File: config.mk
export PLATFORM = sky130hd
export DESIGN_NAME = bank_dispatch
export DESIGN_NICKNAME = d
export VERILOG_FILES = /design/src/design/dcache_pkg.sv /design/src/design/bank_dispatch.sv
export SDC_FILE = /design/constraint.sdc
export NUM_CORES = 1
export LEC_CHECK = 0
export ABC_CLOCK_PERIOD_IN_PS = 1410
export BUFFER_PORTS_ARGS = -buffer_cell sky130_fd_sc_hd__buf_2
export CAP_MARGIN = 20
export CORE_AREA = 8 8 45 47
export DETAILED_ROUTE_END_ITERATION = 12
export DIE_AREA = 0 0 53 55
export GPL_ROUTABILITY_DRIVEN = 0
export PLACE_DENSITY = 0.64
export SLEW_MARGIN = 10
export SYNTH_ARGS = -nofsm -noshare
export SYNTH_HDL_FRONTEND = slang
export SYNTH_SLANG_ARGS = --single-unit
File: constraint.sdc
create_clock -name vclk -period 1.41
set_input_delay 0.141 -clock vclk [all_inputs]
set_output_delay 0.141 -clock vclk [all_outputs]
set_load 0.005 [all_outputs]
File: src/design/dcache_pkg.sv
`default_nettype none

package dcache_pkg;

    localparam int num_banks_default = 4;
    localparam int lines_default = 256;

    // upper address half that selects the I/O region.
    localparam logic [15:0] io_prefix = 16'hffff;

    typedef enum logic [3:0] {
        lw  = 4'd0,
        lh  = 4'd1,
        lhu = 4'd2,
        lb  = 4'd3,
        lbu = 4'd4,
        sw  = 4'd5,
        sh  = 4'd6,
        sb  = 4'd7
    } ldst_op_e;

    typedef struct packed {
        logic [31:0] addr;
        ldst_op_e    op;
        logic [31:0] wdata;
    } cpu_req_t;

    typedef struct packed {
        logic [31:0] rdata; // aligned and extended.
    } cpu_resp_t;

    typedef struct packed {
        logic [31:0] addr;  // word aligned.
        logic        we;
        logic [3:0]  be;
        logic [31:0] wdata;
    } mem_req_t;

    function automatic logic is_store(input ldst_op_e op);
        return op inside {sw, sh, sb};
    endfunction

    function automatic logic is_io(input logic [31:0] addr);
        return addr[31:16] == io_prefix;
    endfunction

endpackage

`default_nettype wire
File: src/design/bank_dispatch.sv
`timescale 1ns/1ps
`default_nettype none

module bank_dispatch #(
    parameter int num_banks = dcache_pkg::num_banks_default
) (
    input  logic                 req_valid,
    input  dcache_pkg::cpu_req_t req,
    output logic [num_banks-1:0] bank_sel,
    output logic                 io_valid
);

    localparam int bank_bits = $clog2(num_banks);

    logic                 io_hit;
    logic [bank_bits-1:0] bank_idx;

    assign io_hit   = dcache_pkg::is_io(req.addr);
    assign bank_idx = req.addr[2 +: bank_bits]; // lowest word-address bits.

    // I/O never reaches a bank.
    assign io_valid = req_valid && io_hit;

    always_comb begin
        bank_sel = '0;
        if (req_valid && !io_hit) begin
            bank_sel[bank_idx] = 1'b1;
        end
    end

endmodule

`default_nettype wire

==> impl_metrics.ini, run 1 <==
[pwr]
p_clk_share_pct = 0
power.density_mw_per_mm2 = 184
pwr-share-seq_pct = 0
p_comb_share_pct = 100.0
ir_worst_vdd_mv = 0.0427
switchingPower_mw = 0.0153
sw_frac_of_total_pct = 37.1
leakage_nw = 0.121
intPower_mw = 0.0260

[place]
port_buffers = 24
pre_cts_ws_ps = 161
postPlaceCellArea_sq_um = 225

[routing]
firstDrtPassIters = 1
wl_um = 594
routedWlPerCell_um = 11.6
drt_iter0_markers = 0
ant_nets = 0
via_per_inst = 3.71
drc = 0
vias = 189

[cells_and_area]
n_fill_cell = 155
drive_gt1_share_pct = 74.3
seq_area_sq_um = 0
insertedDiodeCount = 0
n_clock_buffer = 0
finalInstanceArea_sq_um = 225
nNetsFinal = 106
syn2layout_area_growth_pct = 165
seq_cells = 0

[grt]
grt_pass1_vias = 196
grt_overflow = 0
grt.total_usage_pct = 3.60
antenna_found_initial = 0
grt_pass1_wl_um = 828
grt_max_degree = 6

[synthesis]
synth_cells = 11
synth_top_family_by_area = simple AND/OR/NAND/NOR gates
synthMuxAreaShare_pct = 0
synth_cell_types = 9
synth_compound_area_share_pct = 0
syn_avg_cell_area_sq_um = 7.73
synthAdderAreaFrac_pct = 0
synthTopCellsByArea = nand4_1 (22%), nand4_2 (15%), nor4_2 (15%)
syn_area_sq_um = 85.1
synthMostInstantiatedCell = nand4_1
synth_seq_area_share_pct = 0
synthSimpleGateAreaFrac_pct = 100
synth_fp_nets = 80
synthXorXnorAreaFrac_pct = 0
ys_warn_count = 0
synth_top_area_cell = nand4_1
synth_top_area_share_pct = 22.1

[sta]
setup_slack_ps = 176
slew_violations = 0
hold_violations = 0
worstMarginPinSlew_ps = 443
post-route-min-period_ps = 1230
hold_ws_ps = 547
maxSlewHeadroom_pct = 70.2
fmax_mhz = 810
setup_tns_ps = 0
rsz0062_at_grt = no
setup_viol_count_final = 0
period_share_pct = 87.5

[worst_setup_path]
crit_fanout = 5
end_kind = output port
crit_start = req[61]
criticalPathCategory = input pin to output port
cp_cell_sequence = buf_2 -> nand4_1 -> nor4_2 -> and2_1 -> buf_2
crit_required_ps = 1270
slowest_stage = nor4_2
critPathLaunchType = input pin
cpMostUsedCell = buf_2
slowest_delay_ps = 470
worstPathArrival_ps = 1090

[job]
maxCapViolations = 0

[die]
row_count = 14
start_util_pct = 6.15
dieArea_sq_mm = 0.00292
ios = 74
die-width_um = 53
die_h_um = 55
core_area_sq_mm = 0.00138

[min_path]
min_path_type = input pin to output port
hold_start = req[38]

[clock_tree]
cts_setup_buffers = 0
cts_hold_buf = 0
cts_resized = 0

[status]
status = completed
final timing paths:
kind,end,slack [ps],depth (start not counted)
setup / recovery,io_valid,180,5
hold / removal,bank_sel[2],550,3
per-layer routing:
layer  global-route usage, %  vias up  part of all wire [%]
met2                    4.69       23                    25
li1                        -       97                     -
met5                       0        -                     0
met1                    5.13       69                    47
met3                    2.14        0                    28
met4                       0        0                     0
stage by stage:
step	instances	total power [mW]	util (%)
after floorplan	11	0.00861	-
after global placement	51	0.0410	16.3
after detailed placement	51	0.0420	16.3
after CTS	51	0.0421	16.3
after global routing	51	0.0465	16.3
final	51	0.0414	16.3
cells by family (layout without fill, tap and decap cells):
| family | count (synthesis) | after routing |
|---|---|---|
| buffers and inverters | 0 | 24 |
| and+or+nand+nor | 11 | 11 |
layout by cell type, fill, tap and decap left out, drive strengths merged:
cell,Yosys,layout
and2,1,1
nor3,1,1
nor4b,1,1
nor4,1,1
nor3b,1,1
nand4,4,4
nor4bb,1,1
nand2,1,1
buf,0,24
area by class of cell:
type | instances | area, sq um | share of cell area, %
Timing Repair Buffer | 24 | 120 | 53.3
Multi-Input combinational cell | 11 | 85.1 | 37.8
Tap cell | 16 | 20.0 | 8.89
power groups by stage:
stage / clock network [mW] / registers [mW] / logic, mW
final: 0 / 0 / 0.0414
after global routing: 0 / 0 / 0.0465
after CTS: 0 / 0 / 0.0421
after detailed placement: 0 / 0 / 0.0420
after global placement: 0 / 0 / 0.0410
after floorplan: 0 / 0 / 0.00861
critical path, delay by kind of cell:
family	cells	cell delay, ps
buf+inv	2	190
simple gates	3	760
(Power assumes the default switching activity.)
==> inputs of run 2 (changes only) <==
--- a/config.mk
+++ b/config.mk
@@ -8,9 +8,9 @@
 export ABC_CLOCK_PERIOD_IN_PS = 1410
 export BUFFER_PORTS_ARGS = -buffer_cell sky130_fd_sc_hd__buf_2
 export CAP_MARGIN = 20
-export CORE_AREA = 8 8 45 47
+export CORE_AREA = 2 2 39 41
 export DETAILED_ROUTE_END_ITERATION = 12
-export DIE_AREA = 0 0 53 55
+export DIE_AREA = 0 0 41 43
 export GPL_ROUTABILITY_DRIVEN = 0
 export PLACE_DENSITY = 0.64
 export SLEW_MARGIN = 10
==> impl_metrics.ini, run 2 (same netlist as run 1, synthesis figures left out) <==
[routing]
via_per_inst = 3.84
wl_met1_um = 172
ant_nets = 0
top_layer = met3
dr_wl_met3_um = 111
wl_um = 450
dr_wl_met2_um = 166
drc = 0
drt_iter0_markers = 0
vias = 196
routedWlPerCell_um = 8.82
firstDrtPassIters = 1

[worst_setup_path]
end_kind = output port
crit_fanout = 5
critPathLaunchType = input pin
crit_required_ps = 1270
criticalPathCategory = input pin to output port
worstPathArrival_ps = 1070

[sta]
setup_tns_ps = 0
setup_viol_count_final = 0
post-route-min-period_ps = 1210
hold_violations = 0
slew_violations = 0
period_share_pct = 85.7
fmax_mhz = 827
hold_ws_ps = 547
maxSlewHeadroom_pct = 72.6
rsz0062_at_grt = no
worstMarginPinSlew_ps = 407
setup_slack_ps = 201

[pwr]
pwr-share-seq_pct = 0
leakage_nw = 0.121
sw_frac_of_total_pct = 37.5
ir_worst_vdd_mv = 0.0415
intPower_mw = 0.0261
p_clk_share_pct = 0
p_total_mw = 0.0417
switchingPower_mw = 0.0156
p_comb_share_pct = 100.0
power.density_mw_per_mm2 = 185

[die]
core_area_sq_mm = 0.00138
row_count = 14
die-width_um = 41
die_h_um = 43
ios = 74
start_util_pct = 6.15
dieArea_sq_mm = 0.00176

[cells_and_area]
utilization_pct = 16.3
n_clock_buffer = 0
final_common_cell = buf_2
n_fill_cell = 158
syn2layout_area_growth_pct = 165
insertedDiodeCount = 0
final_cell_mix = buf_2 (24), nand4_1 (3)
seq_area_sq_um = 0
drive_gt1_share_pct = 74.3
nNetsFinal = 106
multi_input_area_sq_um = 85.1
seq_cells = 0

[grt]
grt_pass1_vias = 144
grt_overflow = 0
antenna_found_initial = 0
grt.total_usage_pct = 4.10
grt_pass1_wl_um = 489
grt_max_degree = 6

[clock_tree]
cts_hold_buf = 0
cts_setup_buffers = 0
cts_resized = 0

[place]
hpwl_um = 439
port_buffers = 24
pre_cts_ws_ps = 176

[min_path]
min_path_type = input pin to output port

[job]
maxCapViolations = 0

[status]
status = completed
==> run 2: cell counts in the layout (fill, tap and decap cells not counted) <==
Identical to the previous run, type by type.
==> run 2: cell type report <==
cell class | count | share of cell area (%)
repair buffers | 24 | 53.3
multi-input cells | 11 | 37.8
well taps | 16 | 8.89
==> run 2: critical path, cell delays in order <==
cell,delay (ps)
buf_2,80
nand4_1,110
nor4_2,450
and2_1,180
buf_2,100
==> run 2: power groups by stage <==
stage | registers, mW | logic [mW] | clock network, mW
after floorplan | 0 | 0.00861 | 0
after global placement | 0 | 0.0410 | 0
after detailed placement | 0 | 0.0424 | 0
after CTS | 0 | 0.0425 | 0
after global routing | 0 | 0.0470 | 0
final | 0 | 0.0417 | 0
==> run 2: path summary, 6_finish.rpt <==
| kind | startpoint | endpoint | slack, ps | cells past startpoint |
|---|---|---|---|---|
| max | req[61] | io_valid | 200 | 5 |
| min | req[38] | bank_sel[2] | 550 | 3 |
==> run 2: through the flow <==
step | instances | cell area (sq um)
6_report | 51 | 225
3_5_place_dp | 51 | 225
4_1_cts | 51 | 225
2_1_floorplan | 11 | 85.1
5_1_grt | 51 | 225
3_3_place_gp | 51 | 225
==> run 2: metal layers <==
| metal | GRT usage (%) | vias up |
|---|---|---|
| met2 | 8.13 | 24 |
| met1 | 4.11 | 73 |
| li1 | - | 99 |
| met3 | 1.05 | 0 |
| met5 | 0 | - |
| met4 | 0 | 0 |
