$ cat src/design/dcache_pkg.sv
`default_nettype none

package dcache_pkg;

    localparam int num_banks_default = 4;
    localparam int lines_default = 256;

    // upper address half that selects the I/O region.
    localparam logic [15:0] io_prefix = 16'hffff;

    typedef enum logic [3:0] {
        lw  = 4'd0,
        lh  = 4'd1,
        lhu = 4'd2,
        lb  = 4'd3,
        lbu = 4'd4,
        sw  = 4'd5,
        sh  = 4'd6,
        sb  = 4'd7
    } ldst_op_e;

    typedef struct packed {
        logic [31:0] addr;
        ldst_op_e    op;
        logic [31:0] wdata;
    } cpu_req_t;

    typedef struct packed {
        logic [31:0] rdata; // aligned and extended.
    } cpu_resp_t;

    typedef struct packed {
        logic [31:0] addr;  // word aligned.
        logic        we;
        logic [3:0]  be;
        logic [31:0] wdata;
    } mem_req_t;

    function automatic logic is_store(input ldst_op_e op);
        return op inside {sw, sh, sb};
    endfunction

    function automatic logic is_io(input logic [31:0] addr);
        return addr[31:16] == io_prefix;
    endfunction

endpackage

`default_nettype wire
$ cat src/design/resp_merge.sv
`timescale 1ns/1ps
`default_nettype none

module resp_merge #(
    parameter int num_banks = dcache_pkg::num_banks_default
) (
    input  logic                  clk,
    input  logic                  rst,
    input  logic [num_banks-1:0]  bank_sel,
    input  logic                  io_valid,
    input  dcache_pkg::cpu_req_t  req,
    input  logic [num_banks-1:0]  bank_mem_valid,
    input  dcache_pkg::mem_req_t  bank_mem_req [num_banks],
    input  logic [num_banks-1:0]  bank_done,
    input  logic [31:0]           bank_word [num_banks],
    output logic                  mem_req_valid,
    output dcache_pkg::mem_req_t  mem_req,
    input  logic                  mem_ack,
    input  logic [31:0]           mem_rdata,
    output logic [num_banks-1:0]  bank_ack,
    output logic                  resp_valid,
    output dcache_pkg::cpu_resp_t resp
);

    localparam int bank_bits = $clog2(num_banks);

    logic [bank_bits-1:0] owner_q, sel_idx;
    logic                 io_own_q, io_mem_valid_q, io_done_q;
    dcache_pkg::mem_req_t io_req_q;
    dcache_pkg::ldst_op_e op_q, align_op;
    logic [1:0]           off_q, align_off;
    logic [31:0]          io_word_q, final_word, store_word, load_data;
    logic [3:0]           store_be;

    always_comb begin
        sel_idx = '0;
        for (int i = 0; i < num_banks; i++) begin
            if (bank_sel[i]) begin
                sel_idx = bank_bits'(i);
            end
        end
    end

    always_ff @(posedge clk) begin
        if (rst) begin
            owner_q        <= '0;
            io_own_q       <= 1'b0;
            io_mem_valid_q <= 1'b0;
            io_done_q      <= 1'b0;
        end else begin
            io_mem_valid_q <= io_valid;
            io_done_q      <= mem_ack && io_own_q;
            if (io_valid) begin
                io_own_q <= 1'b1;
            end else if (|bank_sel) begin
                io_own_q <= 1'b0;
                owner_q  <= sel_idx;
            end
        end
    end

    always_ff @(posedge clk) begin
        if (io_valid || |bank_sel) begin
            op_q  <= req.op;
            off_q <= req.addr[1:0];
        end
        if (io_valid) begin
            io_req_q.addr  <= {req.addr[31:2], 2'b00};
            io_req_q.we    <= dcache_pkg::is_store(req.op);
            io_req_q.be    <= dcache_pkg::is_store(req.op) ? store_be : 4'b1111;
            io_req_q.wdata <= store_word;
        end
        if (mem_ack && io_own_q) begin
            io_word_q <= mem_rdata;
        end
    end

    // the new I/O request borrows the aligner, a response never shares its cycle.
    assign align_op  = io_valid ? req.op : op_q;
    assign align_off = io_valid ? req.addr[1:0] : off_q;

    ldst_align u_align (
        .op         (align_op),
        .byte_off   (align_off),
        .word_in    (final_word),
        .store_data (req.wdata),
        .load_data  (load_data),
        .store_word (store_word),
        .store_be   (store_be)
    );

    assign mem_req_valid = io_own_q ? io_mem_valid_q : bank_mem_valid[owner_q];
    assign mem_req       = io_own_q ? io_req_q : bank_mem_req[owner_q];
    assign bank_ack      = (mem_ack && !io_own_q) ? (num_banks'(1) << owner_q) : '0;

    assign final_word = io_done_q ? io_word_q : bank_word[owner_q];
    assign resp_valid = io_done_q || (|bank_done);
    assign resp.rdata = load_data;

endmodule

`default_nettype wire

$ cat src/design/ldst_align.sv
`timescale 1ns/1ps
`default_nettype none

module ldst_align (
    input  dcache_pkg::ldst_op_e op,
    input  logic [1:0]           byte_off,
    input  logic [31:0]          word_in,
    input  logic [31:0]          store_data,
    output logic [31:0]          load_data,
    output logic [31:0]          store_word,
    output logic [3:0]           store_be
);

    logic [15:0] lane_half;
    logic [7:0]  lane_byte;
    logic [4:0]  shift;

    assign shift = {byte_off, 3'b000};

    // load path.
    always_comb begin
        lane_half = byte_off[1] ? word_in[31:16] : word_in[15:0];
        lane_byte = 8'(word_in >> shift);
        case (op)
            dcache_pkg::lh: begin
                load_data = {{16{lane_half[15]}}, lane_half};
            end
            dcache_pkg::lhu: begin
                load_data = {16'h0000, lane_half};
            end
            dcache_pkg::lb: begin
                load_data = {{24{lane_byte[7]}}, lane_byte};
            end
            dcache_pkg::lbu: begin
                load_data = {24'h000000, lane_byte};
            end
            default: begin
                load_data = word_in; // lw, stores pass the word.
            end
        endcase
    end

    // store path, data moved into its lanes.
    always_comb begin
        case (op)
            dcache_pkg::sw: begin
                store_word = store_data;
                store_be   = 4'b1111;
            end
            dcache_pkg::sh: begin
                store_word = byte_off[1] ? {store_data[15:0], 16'h0000}
                                         : {16'h0000, store_data[15:0]};
                store_be   = byte_off[1] ? 4'b1100 : 4'b0011;
            end
            dcache_pkg::sb: begin
                store_word = {24'h000000, store_data[7:0]} << shift;
                store_be   = 4'b0001 << byte_off;
            end
            default: begin
                store_word = '0;
                store_be   = '0;
            end
        endcase
    end

endmodule

`default_nettype wire

$ cat config.mk
export PLATFORM = sky130hd
export DESIGN_NAME = resp_merge
export DESIGN_NICKNAME = d
export VERILOG_FILES = /design/src/design/dcache_pkg.sv /design/src/design/resp_merge.sv /design/src/design/ldst_align.sv
export SDC_FILE = /design/constraint.sdc
export NUM_CORES = 1
export LEC_CHECK = 0
export ABC_AREA = 1
export BUFFER_PORTS_ARGS = -buffer_cell sky130_fd_sc_hd__buf_2
export CAP_MARGIN = 20
export CORE_AREA = 2 2 245 247
export CTS_BUF_LIST = sky130_fd_sc_hd__clkbuf_8
export DETAILED_ROUTE_END_ITERATION = 8
export DIE_AREA = 0 0 247 249
export PLACE_DENSITY_LB_ADDON = 0.2
export SLEW_MARGIN = 20
export SYNTH_ARGS = -nofsm -noshare
export SYNTH_HDL_FRONTEND = slang
export SYNTH_SLANG_ARGS = --single-unit
$ cat constraint.sdc
create_clock -name clk -period 1.7 [get_ports clk]
set_clock_uncertainty 0.2 [all_clocks]
set_input_delay 0.085 -clock clk [delete_from_list [all_inputs] [get_ports clk]]
set_output_delay 0.085 -clock clk [all_outputs]
set_load 0.01 [all_outputs]
==> impl_summary.txt, run 1 <==
----------------------------------------------------
[STA]
  Max-Slew Margin vs Limit ... 0.316
  Final count of negative-setup-slack endpoints ... 145
  Final Worst Setup Slack ... -0.840 ns
  Worst slack on hold paths ... 0.0782 ns
  Final count of hold timing violations ... 0
  Fmax ... 394 MHz
  Setup repair after global routing missed its margin ... true
  Number of slew-limit violations in the final report ... 0
  Post-Route Setup TNS ... -85.03 ns
  Slew at the pin closest to its max-slew limit ... 1.03 ns
  Post-layout minimum cycle time ... 2.54 ns
  Part of the cycle the worst path needs ... 1.49

[Synthesis]
  Syn_area_per_cell ... 7.14 um2
  Top flip-flop cell by instance count after synthesis ... edfxtp_1
  Mapped Cells ... 1235
  Yosys warning count ... 0
  Net Count, Synth ... 1755
  Async set or reset register ratio after synthesis ... 0
  Sequential-to-total area share from yosys stat ... 0.369
  Seq cells post-synth ... 110
  Post-synth EDFFs ... 105
  Number of unique standard cell types used by synthesis ... 38
  Mapped cell area ... 8820 um2

[Power and ir drop]
  Total power per unit cell area ... 582 nW/um2
  Worst IR Drop VDD ... 297 uV
  Post-route total power ... 0.0104 W
  Leakage ... 8.43 nW

[Clock tree]
  Clk root buf ... clkbuf_8
  Number of buffers added by the clock tree synthesis step ... 9
  Buffer depth of the longest clock path ... 2
  CTS tree ... done
  H-tree levels ... 3
  Number of clock sinks ... 110
  Clock transition time at the flip-flop clock pins of the worst setup and hold paths ... 0.13 ns
  Clock latency at the later pin of the worst-skew pair ... 0.44 ns

[Critical path]
  Startpoint of the worst setup timing path ... owner_q[0]
  Crit path launch type ... flop
  Data arrival time of the critical path ... 2.26 ns
  Beginning of the worst register-to-register path ... off_q[1]
  Critical path fanouts, max ... 12
  Required time at the endpoint of the critical path ... 1.41 ns
  Kind of end point of the critical path ... output port
  WS Path Type ... flop to output port

[Floorplanning]
  Die ar. ... 61500 um2
  Floorplan Core Area ... 58700 um2
  Vert. Die Dim ... 249 um
  I/O pin count ... 627
  Starting utilization of the core area ... 0.150
  # rows ... 89
  Width of the die ... 247 um

[Placement]
  Post-placement worst setup slack ... -0.567 ns
  Number of input and output port buffers inserted ... 626
  Final weighted congestion in routability-driven placement ... 0.924
  Post-DP HPWL ... 54500 um

[Detailed routing]
  DRC violation count after routing ... 0
  WL/cell ... 23.7 um
  Highest routed metal layer ... met5
  Met1 routed wirelength after detailed routing ... 24400 um
  First-iteration detailed-routing DRC count ... 547
  Number of vias after detailed routing ... 12.7k
  Detailed route wirelength on metal3 ... 4460 um
  Iteration count of the initial detailed-routing pass ... 5
  Final antenna-violating net count ... 0
  Met2 WL post-DR ... 37200 um
  Ratio of routed vias to standard cells ... 4.38
  Routed wire length ... 68700 um

[Final layout]
  Fraction of layout instances using a drive strength above 1 ... 0.539
  Post-layout util ... 0.305
  Layout overhead on the synthesized area ... 103%
  Number of fill cells ... 6379
  Final nets ... 2637

[GRT]
  Pin count of the biggest net entering global routing ... 68
  Number of global-route vias before repair ... 13.2k
  Tot GR Track Use ... 0.209
  First-pass GRT wire length ... 91700 um
  Global route total overflow ... 0
  Number of antenna violations at the first check in global routing ... 25

[Worst hold path]
  Worst hold-check path type ... primary input to flop
  Hold Startpoint ... req[34]

[Run]
  Max-cap violation count ... 0

[Outcome]
  Violated checks ... setup timing
  Status ... finished, violations left

----------------------------------------------------
-- per-layer routing --
layer	track usage	up-vias
met1	0.213	5989
met5	0	-
met3	0.0479	106
li1	-	6044
met4	0.0690	18
met2	0.408	567
-- timing repair --
item,4_1_cts,5_1_grt
pin swaps,39,50
endpoints found under the setup margin,143,145
gates cloned,6,9
setup buffers,21,23
hold buffers,109,0
gates resized for setup,206,133
hold endpoints to repair,110,0
-- cell usage in the layout, fill, tap and decap left out, types with 45 or more instances in the layout --
master	count
nand2_1	445
dlygate4sd3_1	109
nand3_1	53
buf_2	572
inv_1	45
buf_6	70
edfxtp_1	105
nand3_2	51
a22oi_1	46
nor2_1	87
buf_4	129
-- synth_stat cells, types with 8 or more instances --
| master | instances | area, um2 |
|---|---|---|
| o21ai_0 | 16 | 80.1 |
| inv_1 | 48 | 180 |
| a21oi_1 | 26 | 130 |
| buf_2 | 28 | 140 |
| a31oi_1 | 18 | 113 |
| edfxtp_1 | 105 | 3150 |
| nor2_1 | 90 | 338 |
| nand3_1 | 92 | 460 |
| nor2_4 | 8 | 90.1 |
| nand3_2 | 22 | 220 |
| or2_2 | 32 | 200 |
| nand4_1 | 29 | 181 |
| clkbuf_1 | 30 | 113 |
| nand2_1 | 487 | 1830 |
| a22oi_1 | 71 | 533 |
| nand2_2 | 11 | 68.8 |
| a41oi_1 | 31 | 272 |
| inv_2 | 10 | 37.5 |
-- stage by stage --
stage,std cells,instance area (um2)
5_1_grt,2899,17900
2_1_floorplan,1235,9180
4_1_cts,2867,17000
3_3_place_gp,2717,14500
3_5_place_dp,2717,14500
6_report,2905,17900
-- cell families after synthesis --
logic type	share of synthesized area
buffers and inverters	0.0718
and+or+nand+nor	0.402
AOI/OAI and AO/OA	0.157
DFF	0.369
-- flip-flops by register name, indices dropped and copies added, names as in the netlist --
signal,cells
io_word_q,32
io_req_q,67
io_done_q,1
io_mem_valid_q,1
io_own_q,1
off_q,2
owner_q,2
op_q,4
-- critical path, stage by stage, from the launching register on --
cell and delay [ns]:
dfxtp_4 0.47, inv_8 0.09, buf_4 0.15, nor2_4 0.14, buf_12 0.18, buf_4 0.14
buf_12 0.11, a22oi_1 0.08, a41oi_2 0.24, buf_2 0.19
-- where the power goes --
group | total (W) | internal, W | switching (W)
Clock | 0.00185 | 0.000694 | 0.00116
Sequential | 0.00320 | 0.00313 | 0.0000643
Combinational | 0.00537 | 0.00256 | 0.00282
-- worst paths after layout --
path         cells after the start  slack (ns)           end
max                              9       -0.84   mem_req[46]
min                              6        0.08  io_req_q[32]
max reg2reg                     10       -0.40  io_req_q[22]
min reg2reg                      2        0.42      io_own_q
-- layout make-up --
type                    count  area [um2]  share of cell area
clock inverters             7        73.8             0.00412
inverters                  60         264              0.0147
diodes                     10        25.0             0.00140
well taps                 773         967              0.0540
clock buffers               9         124             0.00692
flip-flops and latches    110        3260               0.182
multi-input cells         987        6030               0.337
repair buffers            949        7150               0.400
Power figures use the tool's default switching activity.
==> inputs of run 2 (changes only) <==
- CORE_AREA: 2 2 245 247 -> 2 2 247 249
- DIE_AREA: 0 0 247 249 -> 0 0 249 251
- PLACE_DENSITY: not set -> 0.38
- PLACE_DENSITY_LB_ADDON: 0.2 -> not set
- clock period: 1.7 -> 2.85 ns (I/O delays scaled with it)
==> impl_summary.txt, run 2 (synthesis gave the netlist of run 1 again) <==
----------------------------------------------------
[Outcome]
  Status ... completed (was finished, violations left)

[Critical path]
  Beginning of the worst register-to-register path ... off_q[1] (unchanged)
  Chain of cells forming the critical path ... dlygate4sd3_1 > buf_6 > o21ai_2 > inv_2 > nor2_4 > nand3_2 > nand2_2 > o21ai_4 > buf_12 > nand3_1 > buf_2 (was inv_8 > buf_4 > nor2_4 > buf_12 > buf_4 > buf_12 > a22oi_1 > a41oi_2 > buf_2)
  Reg-to-reg critical path endpoint ... io_req_q[19] (was io_req_q[22])
  Critical path fanouts, max ... 24 (was 12)
  Endpoint of the worst setup timing path ... resp[19] (was mem_req[46])
  Slack of the worst reg-to-reg path ... 0.15 ns (was -0.40 ns)
  WS Path Type ... primary input to output port (was flop to output port)
  Critical path buffers and inverters ... 5 (was 6)
  Required time at the endpoint of the critical path ... 2.51 ns (was 1.41 ns)
  Family of cells with the greatest summed delay on the critical path ... buffers and inverters (unchanged)
  Startpoint of the worst setup timing path ... io_valid (was owner_q[0])
  Max incr delay on CP ... 0.55 ns (was 0.47 ns)
  Cells on worst reg2reg path ... 7 (was 10)
  Kind of end point of the critical path ... output port (unchanged)
  Crit path launch type ... primary input (was flop)
  Cell type of the slowest stage on the worst timing path ... dlygate4sd3_1 (was dfxtp_4)
  Data arrival time of the critical path ... 2.38 ns (was 2.26 ns)
  Stages on worst setup path ... 11 (was 9)

[Floorplanning]
  # rows ... 90 (was 89)
  Width of the die ... 249 um (was 247 um)
  Vert. Die Dim ... 251 um (was 249 um)
  Starting utilization of the core area ... 0.147 (was 0.150)
  Floorplan Core Area ... 59800 um2 (was 58700 um2)
  Die ar. ... 62500 um2 (was 61500 um2)
  I/O pin count ... 627 (unchanged)

[Clock tree]
  CTS tree ... done (unchanged)
  Number of buffers added by the clock tree synthesis step ... 9 (unchanged)
  Clock transition time at the flip-flop clock pins of the worst setup and hold paths ... 0.12 ns (was 0.13 ns)
  Number of clock sinks ... 110 (unchanged)
  Buffer depth of the longest clock path ... 2 (unchanged)
  H-tree levels ... 3 (unchanged)
  Clk root buf ... clkbuf_8 (unchanged)
  Clock latency at the later pin of the worst-skew pair ... 0.45 ns (was 0.44 ns)

[Final layout]
  Fraction of layout instances using a drive strength above 1 ... 0.406 (was 0.539)
  Most frequent cells in the layout ... buf_2, nand2_1, dlygate4sd3_1 (was buf_2, nand2_1, buf_4)
  Layout overhead on the synthesized area ... 66.6% (was 103%)
  Final nets ... 2494 (was 2637)
  Largest registers ... io_req_q x67, io_word_q x32, op_q x4 (unchanged)
  Register ranked first by flip-flop count ... io_req_q (unchanged)
  Max FFs per register ... 67 (unchanged)
  Commonest non-fill, non-tap cell in the layout ... buf_2 (unchanged)
  Number of fill cells ... 6794 (was 6379)

[STA]
  Final count of hold timing violations ... 0 (unchanged)
  Number of slew-limit violations in the final report ... 0 (unchanged)
  Post-Route Setup TNS ... 0 ns (was -85.03 ns)
  Max-Slew Margin vs Limit ... 0.310 (was 0.316)
  Post-layout minimum cycle time ... 2.72 ns
  Slew at the pin closest to its max-slew limit ... 1.04 ns (was 1.03 ns)
  Part of the cycle the worst path needs ... 0.955
  Fmax ... 367 MHz
  Final count of negative-setup-slack endpoints ... 0 (was 145)
  Setup repair after global routing missed its margin ... false (was true)
  Worst slack on hold paths ... 0.161 ns (was 0.0782 ns)

[Detailed routing]
  Iteration count of the initial detailed-routing pass ... 6 (was 5)
  First-iteration detailed-routing DRC count ... 836 (was 547)
  WL/cell ... 23.1 um (was 23.7 um)
  Met2 WL post-DR ... 32700 um (was 37200 um)
  Routed wire length ... 63800 um (was 68700 um)
  Highest routed metal layer ... met5 (unchanged)
  Number of vias after detailed routing ... 12.0k (was 12.7k)
  Ratio of routed vias to standard cells ... 4.34 (was 4.38)
  Met1 routed wirelength after detailed routing ... 23800 um (was 24400 um)
  Detailed route wirelength on metal3 ... 4470 um (was 4460 um)
  Final antenna-violating net count ... 0 (unchanged)
  DRC violation count after routing ... 0 (unchanged)

[Power and ir drop]
  Total power per unit cell area ... 362 nW/um2 (was 582 nW/um2)
  Leakage ... 7.14 nW (was 8.43 nW)
  Internal portion of total power ... 0.00319 W (was 0.00638 W)
  Switching part of the total power ... 0.401 (was 0.387)
  Logic pwr share ... 0.451 (was 0.516)
  Part of the power in registers ... 0.358 (was 0.307)
  Switching power ... 0.00213 W (was 0.00404 W)
  Worst IR Drop VDD ... 192 uV (was 297 uV)
  Relative contribution of the clock network to total power ... 0.191 (was 0.178)

[Placement]
  Post-DP HPWL ... 52700 um (was 54500 um)
  Number of input and output port buffers inserted ... 626 (unchanged)
  Final weighted congestion in routability-driven placement ... 0.943 (was 0.924)

[GRT]
  Number of antenna violations at the first check in global routing ... 22 (was 25)
  Global route total overflow ... 0 (unchanged)
  Pin count of the biggest net entering global routing ... 67 (was 68)
  Tot GR Track Use ... 0.197 (was 0.209)
  First-pass GRT wire length ... 87800 um (was 91700 um)
  Number of global-route vias before repair ... 12.5k (was 13.2k)

[Worst hold path]
  Worst hold-check path type ... primary input to flop (unchanged)

[Run]
  Max-cap violation count ... 0 (unchanged)

----------------------------------------------------
## run 2: cell count changes in the layout (fill, tap and decap cells not counted), moves of 13 or more
cell	delta
nand3_1	+39
dlygate4sd3_1	+15
buf_2	+53
o21ai_2	-13
a41oi_2	-31
nand2_1	+42
buf_6	-64
buf_12	-23
nand3_2	-29
a22oi_1	+22
a41oi_1	+31
buf_4	-97
a22oi_2	-22
nand2_2	-33
## run 2: power by group through the flow
stage	registers (W)	clock network (W)	logic [W]
finish	0.00190	0.00102	0.00240
global route	0.00191	0.00113	0.00261
CTS	0.00191	0.00110	0.00242
detailed placement	0.00195	0	0.00223
global placement	0.00194	0	0.00223
floorplan	0.00192	0	0.00102
## run 2: what timing repair did
| item | 4_1_cts | 5_1_grt |
|---|---|---|
| hold buffers | 124 | 0 |
| endpoints found under the hold margin | 111 | 0 |
| pin swaps | 3 | 1 |
| cloned | 0 | 0 |
| resized for setup | 7 | 10 |
| buffers inserted | 7 | 4 |
| endpoints found under the setup margin | 61 | 31 |
## run 2: worst min-delay path, stage by stage
cell     delay (ns)
buf_2          0.10
nor2_1         0.04
nand2_1        0.06
inv_1          0.07
nand2_1        0.22
## run 2: how the worst min path moves through the flow
stage / startpoint / to / slack [ns] / depth (start not counted)
3_5_place_dp: mem_rdata[10] / io_word_q[10] / 0.12 / 1
5_1_grt: req[66] / io_req_q[67] / 0.16 / 2
2_1_floorplan: rst / owner_q[1] / 0.01 / 1
4_1_cts: bank_sel[2] / op_q[2] / 0.10 / 5
3_3_place_gp: req[60] / io_req_q[61] / 0.12 / 1
6_report: bank_sel[2] / op_q[1] / 0.16 / 5
## run 2: through the flow
stage	utilization	area (um2)	setup WS (ns)	power (W)	std cells
floorplan	-	8820	0.951	0.00294	1235
global placement	0.218	13000	0.405	0.00418	2610
detailed placement	0.218	13000	0.374	0.00417	2610
CTS	0.244	14600	0.0136	0.00543	2757
global route	0.246	14700	0.00311	0.00565	2765
finish	0.246	14700	0.128	0.00532	2767
## run 2: metal layers
| metal | GRT usage | up-vias |
|---|---|---|
| li1 | - | 5726 |
| met1 | 0.211 | 5611 |
| met2 | 0.367 | 578 |
| met3 | 0.0454 | 91 |
| met4 | 0.0916 | 14 |
| met5 | 0 | - |
## run 2: final cells by class
class                   count  area [um2]  share of cell area
clock buffers               9         124             0.00843
well taps                 782         978              0.0666
inverters                  60         236              0.0161
flip-flops and latches    110        3260               0.222
repair buffers            806        5060               0.344
diodes                      6        15.0             0.00102
clock inverters             7        47.5             0.00324
multi-input cells         987        4970               0.338
